## src/logic/osd_cmd_pkg.sv

```systemverilog
package osd_cmd_pkg;

	// serial frame layout
	localparam int byte_w    = 8;
	localparam int bit_cnt_w = 3;
	// opcode lives in the top five bits of the command byte
	localparam int op_w      = 5;
	// low command bits select one 256 byte block
	localparam int blk_w     = 3;

	// overlay memory is 2 KiB
	localparam int buf_addr_w = 11;

	// opcode field of the command byte
	typedef enum logic [op_w-1:0] {
		cmd_write  = 5'b00100,
		// lowest opcode bit is a don't care here, command bit 0 is on/off
		cmd_enable = 5'b01000
	} osd_cmd_e;

	// receiver position within a frame
	typedef enum logic {
		rx_cmd,
		rx_data
	} rx_state_e;

endpackage

```

## src/logic/osd_geom_pkg.sv

```systemverilog
package osd_geom_pkg;

	// ******************************
	// video side widths
	// ******************************

	// bits per colour channel on the video bus
	localparam int chan_w = 6;

	// pixel counter, wide enough for any line length seen
	localparam int h_cnt_w = 10;
	// line counter within a frame
	localparam int v_cnt_w = 11;

	// ******************************
	// overlay window geometry
	// ******************************

	localparam int osd_width  = 256;
	localparam int osd_height = 128;

	// shift of the window away from the centre of the active area
	localparam int osd_x_offset = 0;
	localparam int osd_y_offset = 0;

	// tint bits, red green blue from msb
	localparam logic [2:0] osd_color = 3'b101;

endpackage

```

## src/logic/osd_mixer.sv

```systemverilog
`timescale 1ns/1ps

module osd_mixer
	import osd_geom_pkg::*;
	import osd_cmd_pkg::*;
(
	input  logic              osd_enable,
	input  logic              osd_de,
	input  logic [2:0]        row_bit,
	input  logic [byte_w-1:0] rd_data,
	input  logic [chan_w-1:0] red_in,
	input  logic [chan_w-1:0] green_in,
	input  logic [chan_w-1:0] blue_in,
	output logic [chan_w-1:0] red_out,
	output logic [chan_w-1:0] green_out,
	output logic [chan_w-1:0] blue_out
);

	logic pixel;
	logic blend_on;

	// pixel in the two top bits, tint next, dimmed video below
	function automatic logic [chan_w-1:0] blend(
		input logic [chan_w-1:0] chan,
		input logic              tint,
		input logic              pix
	);
		blend = {pix, pix, tint, chan[chan_w-1 -: chan_w-3]};
	endfunction

	// bit of the fetched byte for this line pair
	assign pixel = rd_data[row_bit];

	assign blend_on = osd_enable && osd_de;

	// tint bits go red, green, blue from msb
	assign red_out   = blend_on ? blend(red_in, osd_color[2], pixel) : red_in;
	assign green_out = blend_on ? blend(green_in, osd_color[1], pixel) : green_in;
	assign blue_out  = blend_on ? blend(blue_in, osd_color[0], pixel) : blue_in;

endmodule

```

## config.mk

```make
export PLATFORM = sky130hd
export DESIGN_NAME = osd_mixer
export DESIGN_NICKNAME = d
export VERILOG_FILES = /design/src/logic/osd_cmd_pkg.sv /design/src/logic/osd_geom_pkg.sv /design/src/logic/osd_mixer.sv
export SDC_FILE = /design/constraint.sdc
export NUM_CORES = 1
export LEC_CHECK = 0
export ABC_CLOCK_PERIOD_IN_PS = 1200
export BUFFER_PORTS_ARGS = -buffer_cell sky130_fd_sc_hd__buf_2
export CAP_MARGIN = 20
export CORE_AREA = 4 4 41 43
export DETAILED_ROUTE_END_ITERATION = 8
export DIE_AREA = 0 0 45 47
export MAX_ROUTING_LAYER = met4
export PLACE_DENSITY = 0.68
export SYNTH_ARGS = -nofsm -noshare
export SYNTH_HDL_FRONTEND = slang
export SYNTH_SLANG_ARGS = --single-unit
```

## constraint.sdc

```tcl
create_clock -name vclk -period 1.2
set_input_delay 0.18 -clock vclk [all_inputs]
set_output_delay 0.18 -clock vclk [all_outputs]
set_load 0.1 [all_outputs]
```

---- Word level (Yosys, flattened, before mapping) ----
Cells that the tools add are included.
storage, ports and cells
  register bits after elaboration ......... 0
  output and inout bits ................... 18
  logic and storage cells ................. 7
operators by class
  $lt $le $gt $ge ......................... 1
  muxes and demuxes ....................... 5
  reductions and logical operators ........ 1
operator list
  kind                  count
  $mux W6               3
  $lt A3 B4 Y1 const B  1
  $bmux W1 S3           1
  $logic_and A1 B1 Y1   1
  $mux W1               1

---- Logic depth before layout (Yosys ltp) ----
Gate-level depths: netlist (run 1).
  depth after elaboration ................. 3
  depth in mapped cells ................... 4

---- Worst setup path after synthesis (run 1) ----
OpenSTA, ideal clock, no wires.
  path type ............................... input to output
  start point ............................. input port row_bit[0]
  end point ............................... output port blue_out[4]
  data arrival time ....................... 2.856 ns
  required time ........................... 1.020 ns
  path slack .............................. -1.836 ns
  stages .................................. 3
  cells stage by stage .................... mux4_2 -> nor2b_4 -> o31ai_1
between the ends
  cells in the longest elaborated chain, start to end .. 3
ends and longest elaborated chain
  element                        RTL line         text
  start, declared                osd_mixer.sv:9   input logic [2:0] row_bit,
  $bmux W1 S3                    osd_mixer.sv:32  assign pixel = rd_data[row_bit];
  $mux W1 (implied by the code)  osd_mixer.sv:32
  $mux W6                        osd_mixer.sv:39  assign blue_out = blend_on ? blend(blue_in, osd_color[0], pixel) : blue_in;
  end, declared                  osd_mixer.sv:16  output logic [chan_w-1:0] blue_out
No other way between the ends. The select of a mux whose other input is x is not followed.

---- Final worst setup path (run 1) ----
  start point ............................. input port row_bit[0]
  end point ............................... output port red_out[4]
between the ends
  cells in the longest elaborated chain, start to end .. 3
ends and longest elaborated chain
  element                        RTL line         text
  $bmux W1 S3                    osd_mixer.sv:32
  $mux W1 (implied by the code)  osd_mixer.sv:32
  $mux W6                        osd_mixer.sv:37  assign red_out = blend_on ? blend(red_in, osd_color[2], pixel) : red_in;
  end, declared                  osd_mixer.sv:14  output logic [chan_w-1:0] red_out,
No other way between the ends. The select of a mux whose other input is x is not followed.

==> summary.md, run 1 <==
| Metric | Value |
|---|---|
| Status | `complete, but fails checks` |
| Failing checks | `setup timing` |
| Mapped Nets | `65` |
| Min Tclk post-route | `1.51 ns` |
| Unrepaired setup endpoints after global routing | `yes` |
| Vias in the first global route | `503` |
| Pwr dens | `801 nW/um2` |
| Mean area per synthesized cell | `8.28 um2` |
| Final Cycle Share | `125%` |
| Via density | `4.82` |
| Filler instances | `72` |
| Synth warn | `0` |
| GRT Total Usage | `14.6%` |
| Leak | `0.561 nW` |
| Gr busiest metal | `met2` |
| Pin count of the biggest net entering global routing | `9` |
| DP Wirelength | `1.28 mm` |
| Achievable Freq | `664 MHz` |
| Iteration-0 DRC Markers | `1` |
| Max Slew Vio Count | `0` |
| Register area | `0 um2` |
| IO Pins | `49` |
| WL final | `1.61 mm` |
| Final #Nets | `123` |
| # DRC | `0` |
| M1 GR Usage | `13.5%` |
| Peak supply drop | `0.515 mV` |
| Cell Count, Final, Fillers Out | `105` |
| Horiz. Die Dim | `45 um` |
| Slew at the pin with the worst max-slew slack | `0.237 ns` |
| CP startpoint kind | `input port` |
| Sequential cell count | `0` |
| Maxcap violations | `0` |
| CP max FO | `4` |
| Design area | `1120 um2` |
| First-pass GRT wire length | `2.28 mm` |
| Routed Antenna Nets | `0` |
| N_diodes | `0` |
| Rows | `13` |
| Mapped Area | `282 um2` |
| M3 GR Usage | `0.383%` |
| Antenna violations before repair | `0` |
| Std-Cell Core Area | `1300 um2` |
| Area grow syn2layout | `300%` |
| First drt pass iteration count | `4` |
| Vias | `506` |
| Register area share after synthesis | `0%` |
| Distinct cells, synth | `13` |
| Clock buffers | `0` |
| Post-DR wirelength/cell | `15.3 um` |
| Crit path launch | `row_bit[0]` |
| Crit Path Class | `in2out` |
| Final setup margin | `-0.305 ns` |
| Hold Fails Final Rpt | `0` |
| WP data required | `1.02 ns` |
| Die Height | `47 um` |
| PortBufs | `49` |
| Worst relative slew slack | `83.8%` |
| Layout cells sized above 1 | `90.0%` |
| Routability cong. | `0.694` |
| GRT Residual Overflow | `0` |
| # setup viols final | `10` |
| Hold WC Path Type | `in2out` |
| Starting Density | `21.6%` |
| Placed Area | `988 um2` |
| Hold path startpoint | `blue_in[2]` |
| Placed cell count | `101` |
| Crit path capture type | `output pin` |
| Die area | `2120 um2` |
| Syn Inst Count | `34` |
| Met2 Usage GRT | `33.3%` |
| WP data arrival | `1.33 ns` |
-- power by group --
group	internal [mW]	total, mW	switching (mW)
clock	0	0	0
combinational	0.372	0.901	0.529
sequential	0	0	0
total	0.372	0.901	0.529
-- metal layers --
metal,wire length [um],vias to the layer above
met1,523,234
met3,119,2
li1,-,243
met2,947,27
met4,19,0
met5,0,-
-- placed cells by master (no fill, tap or decap) --
| master | synthesis | routed |
|---|---|---|
| buf_2 | 0 | 28 |
| buf_12 | 0 | 21 |
| mux2_4 | 0 | 9 |
| nand2_1 | 7 | 6 |
| o31ai_4 | 0 | 6 |
| buf_8 | 0 | 3 |
| buf_4 | 2 | 3 |
| nor2b_4 | 1 | 2 |
| mux2i_1 | 2 | 2 |
| nand2b_2 | 0 | 2 |
| buf_6 | 0 | 2 |
| mux4_2 | 1 | 1 |
| nand2_8 | 0 | 1 |
| nor2_1 | 1 | 1 |
| a22o_4 | 0 | 1 |
| and2_4 | 0 | 1 |
| bufbuf_16 | 0 | 1 |
-- layout make-up --
| type | count | area, um2 | area share [%] |
|---|---|---|---|
| multi-input combinational | 32 | 423 | 37.6 |
| tap | 15 | 18.8 | 1.67 |
| timing repair buffer | 58 | 683 | 60.7 |
-- logic make-up (layout without fill, tap and decap cells) --
logic type	count (synthesis)	after routing	share of synthesized area [%]
simple gates	13	13	24.4
mux	12	12	51.1
buf+inv	2	58	5.33
compound gates	7	7	19.1
-- path summary, 6_finish.rpt --
kind          end  slack [ns]  depth (start not counted)
min   blue_out[2]        0.75                          3
max    red_out[4]       -0.31                          6
-- critical path: stages --
cell and delay (ns):
buf_8 0.08, mux4_2 0.51, nor2b_4 0.17, buf_12 0.14, o31ai_4 0.06, buf_12 0.17
-- through the flow --
stage	hold WS, ns	total power, mW	TNS (ns)	util [%]	worst slack, ns
after floorplan	0.577	0.526	-2.94	-	-0.491
after global placement	0.735	0.834	-2.91	76.0	-0.353
after detailed placement	0.746	0.846	-3.27	76.0	-0.388
after CTS	0.746	0.887	-1.86	83.2	-0.314
after global routing	0.759	0.923	-2.14	86.4	-0.330
final	0.747	0.901	-1.93	86.4	-0.305
-- timing repair --
action | 4_1_cts | 5_1_grt
resized for setup | 12 | 4
hold buffers | 0 | 0
pin swaps | 2 | 1
setup endpoints to repair | 15 | 11
buffers inserted | 2 | 1
gates cloned | 1 | 0
-- synthesized netlist by cell type --
cell type  n  area, um2
nor2b_4    1       13.8
and2_1     1       6.26
o31ai_1    6       45.0
mux2_1     1       11.3
nand2_1    7       26.3
mux2i_1    2       20.0
a22o_1     1       8.76
mux2_2     8       90.1
buf_4      2       15.0
nor2_1     1       3.75
nand2b_1   2       12.5
nor2b_1    1       6.26
mux4_2     1       22.5
No activity file was read; power rests on OpenSTA's default activity.
==> run 2, diff against run 1 <==
--- a/config.mk
+++ b/config.mk
@@ -8,9 +8,9 @@
 export ABC_CLOCK_PERIOD_IN_PS = 1200
 export BUFFER_PORTS_ARGS = -buffer_cell sky130_fd_sc_hd__buf_2
 export CAP_MARGIN = 20
-export CORE_AREA = 4 4 41 43
+export CORE_AREA = 2 2 39 41
 export DETAILED_ROUTE_END_ITERATION = 8
-export DIE_AREA = 0 0 45 47
+export DIE_AREA = 0 0 41 43
 export MAX_ROUTING_LAYER = met4
 export PLACE_DENSITY = 0.68
 export SYNTH_ARGS = -nofsm -noshare
==> constraint.sdc (replaced) <==
create_clock -name vclk -period 1.2
set_input_delay 0.18 -clock vclk [all_inputs]
set_output_delay 0.18 -clock vclk [all_outputs]
set_load 0.02 [all_outputs]
==> run 2 against run 1 <==
Against the previous run: the run still ends with setup timing left; utilization down 41 points; critical path depth is 1 lower; die area shrank 17%; flip-flop and latch count unchanged; total power down 68%; critical endpoint is now red_out[5].
==> summary.md, run 2 (synthesis gave the netlist of run 1 again) <==
| Metric | Value |
|---|---|
| Vias in the first global route | `403 (-20%)` |
| Worst relative slew slack | `84.7% (+0.92 points)` |
| CP max FO | `6 (+2)` |
| Failing checks | `setup timing` |
| WP data arrival | `1.23 ns (-0.10 ns)` |
| Unrepaired setup endpoints after global routing | `yes` |
| WHS | `0.669 ns (-0.0777 ns)` |
| Antenna violations before repair | `0 (unchanged)` |
| Layout cells sized above 1 | `76.5% (-14 points)` |
| Final #Nets | `118 (-4.1%)` |
| Die Height | `43 um (-8.5%)` |
| Maxcap violations | `0 (unchanged)` |
| Filler instances | `154 (+110%)` |
| IO Pins | `49 (unchanged)` |
| Most frequent cells in the layout | `47 x buf_2, 8 x mux2_2, 6 x nand2_1` |
| Vias | `462 (-8.7%)` |
| Final Cycle Share | `117% (-8.0 points)` |
| Final setup margin | `-0.209 ns (+0.0959 ns)` |
| GRT Residual Overflow | `0 (unchanged)` |
| Peak supply drop | `0.157 mV (-69%)` |
| Status | `complete, but fails checks` |
| Clock buffers | `0 (unchanged)` |
| Sequential cell count | `0 (unchanged)` |
| PortBufs | `49 (unchanged)` |
| Iteration-0 DRC Markers | `1 (unchanged)` |
| Pin count of the biggest net entering global routing | `10 (+1)` |
| Commonest non-fill, non-tap cell in the layout | `buf_2` |
| Horiz. Die Dim | `41 um (-8.9%)` |
| Hold Fails Final Rpt | `0 (unchanged)` |
| Crit path capture type | `output pin` |
| Hold path startpoint | `blue_in[3]` |
| Hold-critical path endpoint | `blue_out[3]` |
| Routed Antenna Nets | `0 (unchanged)` |
| Hold WC Path Type | `in2out` |
| Die area | `1760 um2 (-17%)` |
| WP data required | `1.02 ns (about the same)` |
| First drt pass iteration count | `3 (-1)` |
| First-pass GRT wire length | `1.44 mm (-37%)` |
| Crit Path Class | `in2out` |
| Achievable Freq | `710 MHz (+6.8%)` |
| # setup viols final | `6 (-4)` |
| Total power | `290 uW (-68%)` |
| Routability cong. | `0.643 (-7.3%)` |
| WL final | `971 um (-40%)` |
| Max Slew Vio Count | `0 (unchanged)` |
| Leak | `0.358 nW (-36%)` |
| Register area | `0 um2 (unchanged)` |
| Post-DR wirelength/cell | `9.61 um (-37%)` |
| N_diodes | `0 (unchanged)` |
| GRT Total Usage | `11.1% (-3.5 points)` |
| Min Tclk post-route | `1.41 ns (-0.0959 ns)` |
| CP startpoint kind | `input port` |
| Rows | `14 (+1)` |
| Area grow syn2layout | `123%` |
| Std-Cell Core Area | `1380 um2 (+6.3%)` |
| Hold depth | `3 (unchanged)` |
| Starting Density | `20.3% (-1.3 points)` |
| Via density | `4.57 (-5.1%)` |
| DP Wirelength | `849 um (-34%)` |
| Pwr dens | `461 nW/um2 (-42%)` |
| Slew at the pin with the worst max-slew slack | `0.230 ns (-0.00704 ns)` |
| # DRC | `0 (unchanged)` |
## run 2: cell types whose count changed in the layout (fill, tap and decap cells not counted), moves of 2 or more
cell	change
buf_12	-20
buf_2	+19
buf_8	-2
mux2_2	+8
mux2_4	-9
nand2b_1	+2
nand2b_2	-2
o31ai_1	+5
o31ai_4	-6
## run 2: final cells by class
class | instances | area, um2 | share of cell area (%)
multi-input cells | 32 | 279 | 44.4
well taps | 16 | 20.0 | 3.19
repair buffers | 53 | 329 | 52.4
## run 2: per-stage QoR
stage,util [%],TNS [ns],instances,setup WS (ns),area (um2)
2_1_floorplan,-,-0.863,34,-0.144,282
5_1_grt,45.4,-1.56,101,-0.267,628
3_5_place_dp,41.0,-1.83,100,-0.280,567
6_report,45.4,-1.24,101,-0.209,628
4_1_cts,45.4,-1.32,101,-0.224,628
3_3_place_gp,41.0,-1.64,100,-0.256,567
## run 2: layer usage
metal	routed length [um]	GRT usage, %	up-vias	share of wire, %
met2	494	22.5	31	51
li1	-	-	232	-
met1	352	11.5	199	36
met5	0	-	-	0
met3	124	0	0	13
met4	0	0	0	0
## run 2: how the worst max path moves through the flow
stage | end | from | slack, ns
finish | red_out[5] | row_bit[0] | -0.21
global route | blue_out[5] | row_bit[0] | -0.27
CTS | green_out[5] | row_bit[0] | -0.22
detailed placement | green_out[4] | row_bit[0] | -0.28
global placement | green_out[4] | row_bit[0] | -0.26
floorplan | blue_out[4] | row_bit[0] | -0.14
## run 2: worst max-delay path: stages
cell     delay (ns)
buf_8          0.08
mux4_2         0.52
nor2b_4        0.19
o31ai_1        0.09
buf_2          0.16
## run 2: what timing repair did
| item | in CTS | in global routing |
|---|---|---|
| gates resized for setup | 8 | 0 |
| endpoints found under the setup margin | 15 | 6 |
| setup buffers | 0 | 0 |
| pin swaps | 4 | 0 |
| gates cloned | 1 | 0 |
| hold buffers | 0 | 0 |
## run 2: power breakdown
part	switching [mW]	total, mW	internal (mW)
combinational	0.142	0.290	0.147
sequential	0	0	0
clock	0	0	0
total	0.142	0.290	0.147
==> run 3, diff against run 2 <==
--- a/config.mk
+++ b/config.mk
@@ -6,7 +6,7 @@
 export NUM_CORES = 1
 export LEC_CHECK = 0
 export ABC_CLOCK_PERIOD_IN_PS = 1200
-export BUFFER_PORTS_ARGS = -buffer_cell sky130_fd_sc_hd__buf_2
+export BUFFER_PORTS_ARGS = -buffer_cell sky130_fd_sc_hd__buf_4
 export CAP_MARGIN = 20
 export CORE_AREA = 2 2 39 41
 export DETAILED_ROUTE_END_ITERATION = 8
==> run 3 against run 2 <==
Against the previous run: the run still ends with setup timing left; first-iteration DRC count decreased by 100%; critical path depth unchanged; wire length increased by 20%; combinational power is 26% higher; die area unchanged; sequential share of layout area did not move; hold slack worse by 0.016 ns; via count up 1.3%; count of clock-buffer cells in the layout unchanged; non-clock buffer count grew 1.
==> summary.md, run 3 (synthesis gave the netlist of run 1 again) <==
| Metric | Value |
|---|---|
| Multi-input gate area | `289 um2 (+3.6%)` |
| Internal power | `210 uW (+42%)` |
| Std-Cell Core Area | `1380 um2 (unchanged)` |
| Clock buffers | `0 (unchanged)` |
| Top delay family on crit path | `multiplexers` |
| Routability cong. | `0.668 (+3.9%)` |
| CP startpoint kind | `input port` |
| WP data required | `1.02 ns (about the same)` |
| Final Cycle Share | `119% (+1.8 points)` |
| First-pass GRT wire length | `1.57 mm (+9.6%)` |
| PortBufs | `49 (unchanged)` |
| GRT Total Usage | `12.3% (+1.2 points)` |
| Crit-path cells | `buf_8, mux4_2, nor2b_4, o31ai_1, buf_4` |
| Antenna violations before repair | `0 (unchanged)` |
| Crit Path Class | `in2out` |
| Max incr delay on CP | `0.51 ns (about the same)` |
| Commonest non-fill, non-tap cell in the layout | `buf_4` |
| Achievable Freq | `699 MHz (-1.5%)` |
| Fin Setup TNS | `-1.34 ns (-0.101 ns)` |
| Horiz. Die Dim | `41 um (unchanged)` |
| Sequential cell count | `0 (unchanged)` |
| Peak supply drop | `0.193 mV (+23%)` |
| Vias | `468 (+1.3%)` |
| WP data arrival | `1.25 ns (+0.02 ns)` |
| N_diodes | `0 (unchanged)` |
| IO Pins | `49 (unchanged)` |
| WP depth | `5 (unchanged)` |
| Iteration-0 DRC Markers | `0 (-1)` |
| Unrepaired setup endpoints after global routing | `yes` |
| Worst relative slew slack | `82.2% (-2.5 points)` |
| Hold depth | `3 (unchanged)` |
| Crit path launch | `row_bit[0]` |
| First drt pass iteration count | `1 (-2)` |
| Placed cell count | `100 (unchanged)` |
| Via density | `4.59 (+0.31%)` |
| Pin count of the biggest net entering global routing | `17 (+7)` |
| Pwr dens | `467 nW/um2 (+1.4%)` |
| Max Slew Vio Count | `0 (unchanged)` |
| Layout cells sized above 1 | `79.1% (+2.6 points)` |
| CP max FO | `6 (unchanged)` |
| End of the critical path | `green_out[5]` |
| Routed Antenna Nets | `0 (unchanged)` |
| Cell Count, Final, Fillers Out | `102 (+0.99%)` |
| Crit path capture type | `output pin` |
| WL final | `1.17 mm (+20%)` |
| # setup viols final | `6 (unchanged)` |
| Slowest CP cell | `mux4_2` |
| Net Sw Frac | `42.7% (-6.5 points)` |
| # DRC | `0 (unchanged)` |
| Hold WC Path Type | `in2out` |
| Post-DR wirelength/cell | `11.4 um (+19%)` |
| GRT Residual Overflow | `0 (unchanged)` |
| Final #Nets | `119 (+0.85%)` |
| Rows | `14 (unchanged)` |
| Maxcap violations | `0 (unchanged)` |
| Sw power | `156 uW (+9.6%)` |
| Slew at the pin with the worst max-slew slack | `0.268 ns (+0.0378 ns)` |
| Status | `complete, but fails checks` |
| Bufs and invs on worst path | `2 (unchanged)` |
| Filler instances | `139 (-9.7%)` |
| Die area | `1760 um2 (unchanged)` |
| Failing checks | `setup timing` |
| Final setup margin | `-0.231 ns (-0.0219 ns)` |
| Area grow syn2layout | `178%` |
| Comb power frac | `100.0% (about the same)` |
| Vias in the first global route | `405 (+0.50%)` |
| Seq pwr share | `0% (unchanged)` |
| Min Tclk post-route | `1.43 ns (+0.0219 ns)` |
| Die Height | `43 um (unchanged)` |
| Register area | `0 um2 (unchanged)` |
| Leak | `0.406 nW (+13%)` |
| DP Wirelength | `969 um (+14%)` |
| Starting Density | `20.3% (unchanged)` |
| Most frequent cells in the layout | `43 x buf_4, 8 x mux2_2, 8 x buf_6` |
| Hold Fails Final Rpt | `0 (unchanged)` |
| Clock network power share | `0% (unchanged)` |
==> run 3: stage by stage <==
step / instance area (um2) / worst slack [ns] / hold slack (ns) / power (mW) / utilization (%)
after global routing: 782 / -0.275 / 0.683 / 0.391 / 56.5
final: 782 / -0.231 / 0.654 / 0.366 / 56.5
after global placement: 689 / -0.228 / 0.652 / 0.322 / 49.8
after CTS: 731 / -0.234 / 0.657 / 0.345 / 52.8
after detailed placement: 689 / -0.237 / 0.657 / 0.327 / 49.8
after floorplan: 282 / -0.144 / 0.543 / 0.153 / -
==> run 3: routing by layer <==
layer	GRT usage [%]	vias to the layer above	wire [um]
met5	-	-	0
met4	0	0	0
met3	0	0	145
met2	25.6	31	643
met1	12.1	205	378
li1	-	232	-
==> run 3: what timing repair did <==
| action | CTS | global route |
|---|---|---|
| endpoints found under the setup margin | 15 | 11 |
| cloned | 0 | 1 |
| resized for setup | 8 | 7 |
| hold buffers | 0 | 0 |
| setup buffers | 1 | 0 |
| pin swaps | 6 | 3 |
==> run 3: final cells by class <==
| type | instances | area share, % |
|---|---|---|
| repair buffers | 54 | 60.5 |
| multi-input cells | 32 | 37.0 |
| well taps | 16 | 2.56 |
==> run 3: power by group through the flow <==
stage	sequential (mW)	clock [mW]	combinational [mW]
6_report	0	0	0.366
5_1_grt	0	0	0.391
4_1_cts	0	0	0.345
3_5_place_dp	0	0	0.327
3_3_place_gp	0	0	0.322
2_1_floorplan	0	0	0.153
==> run 3: how the worst min path moves through the flow <==
stage,startpoint,to
after floorplan,green_in[3],green_out[3]
after global placement,red_in[3],red_out[3]
after detailed placement,blue_in[3],blue_out[3]
after CTS,blue_in[3],blue_out[3]
after global routing,blue_in[2],blue_out[2]
final,blue_in[3],blue_out[3]
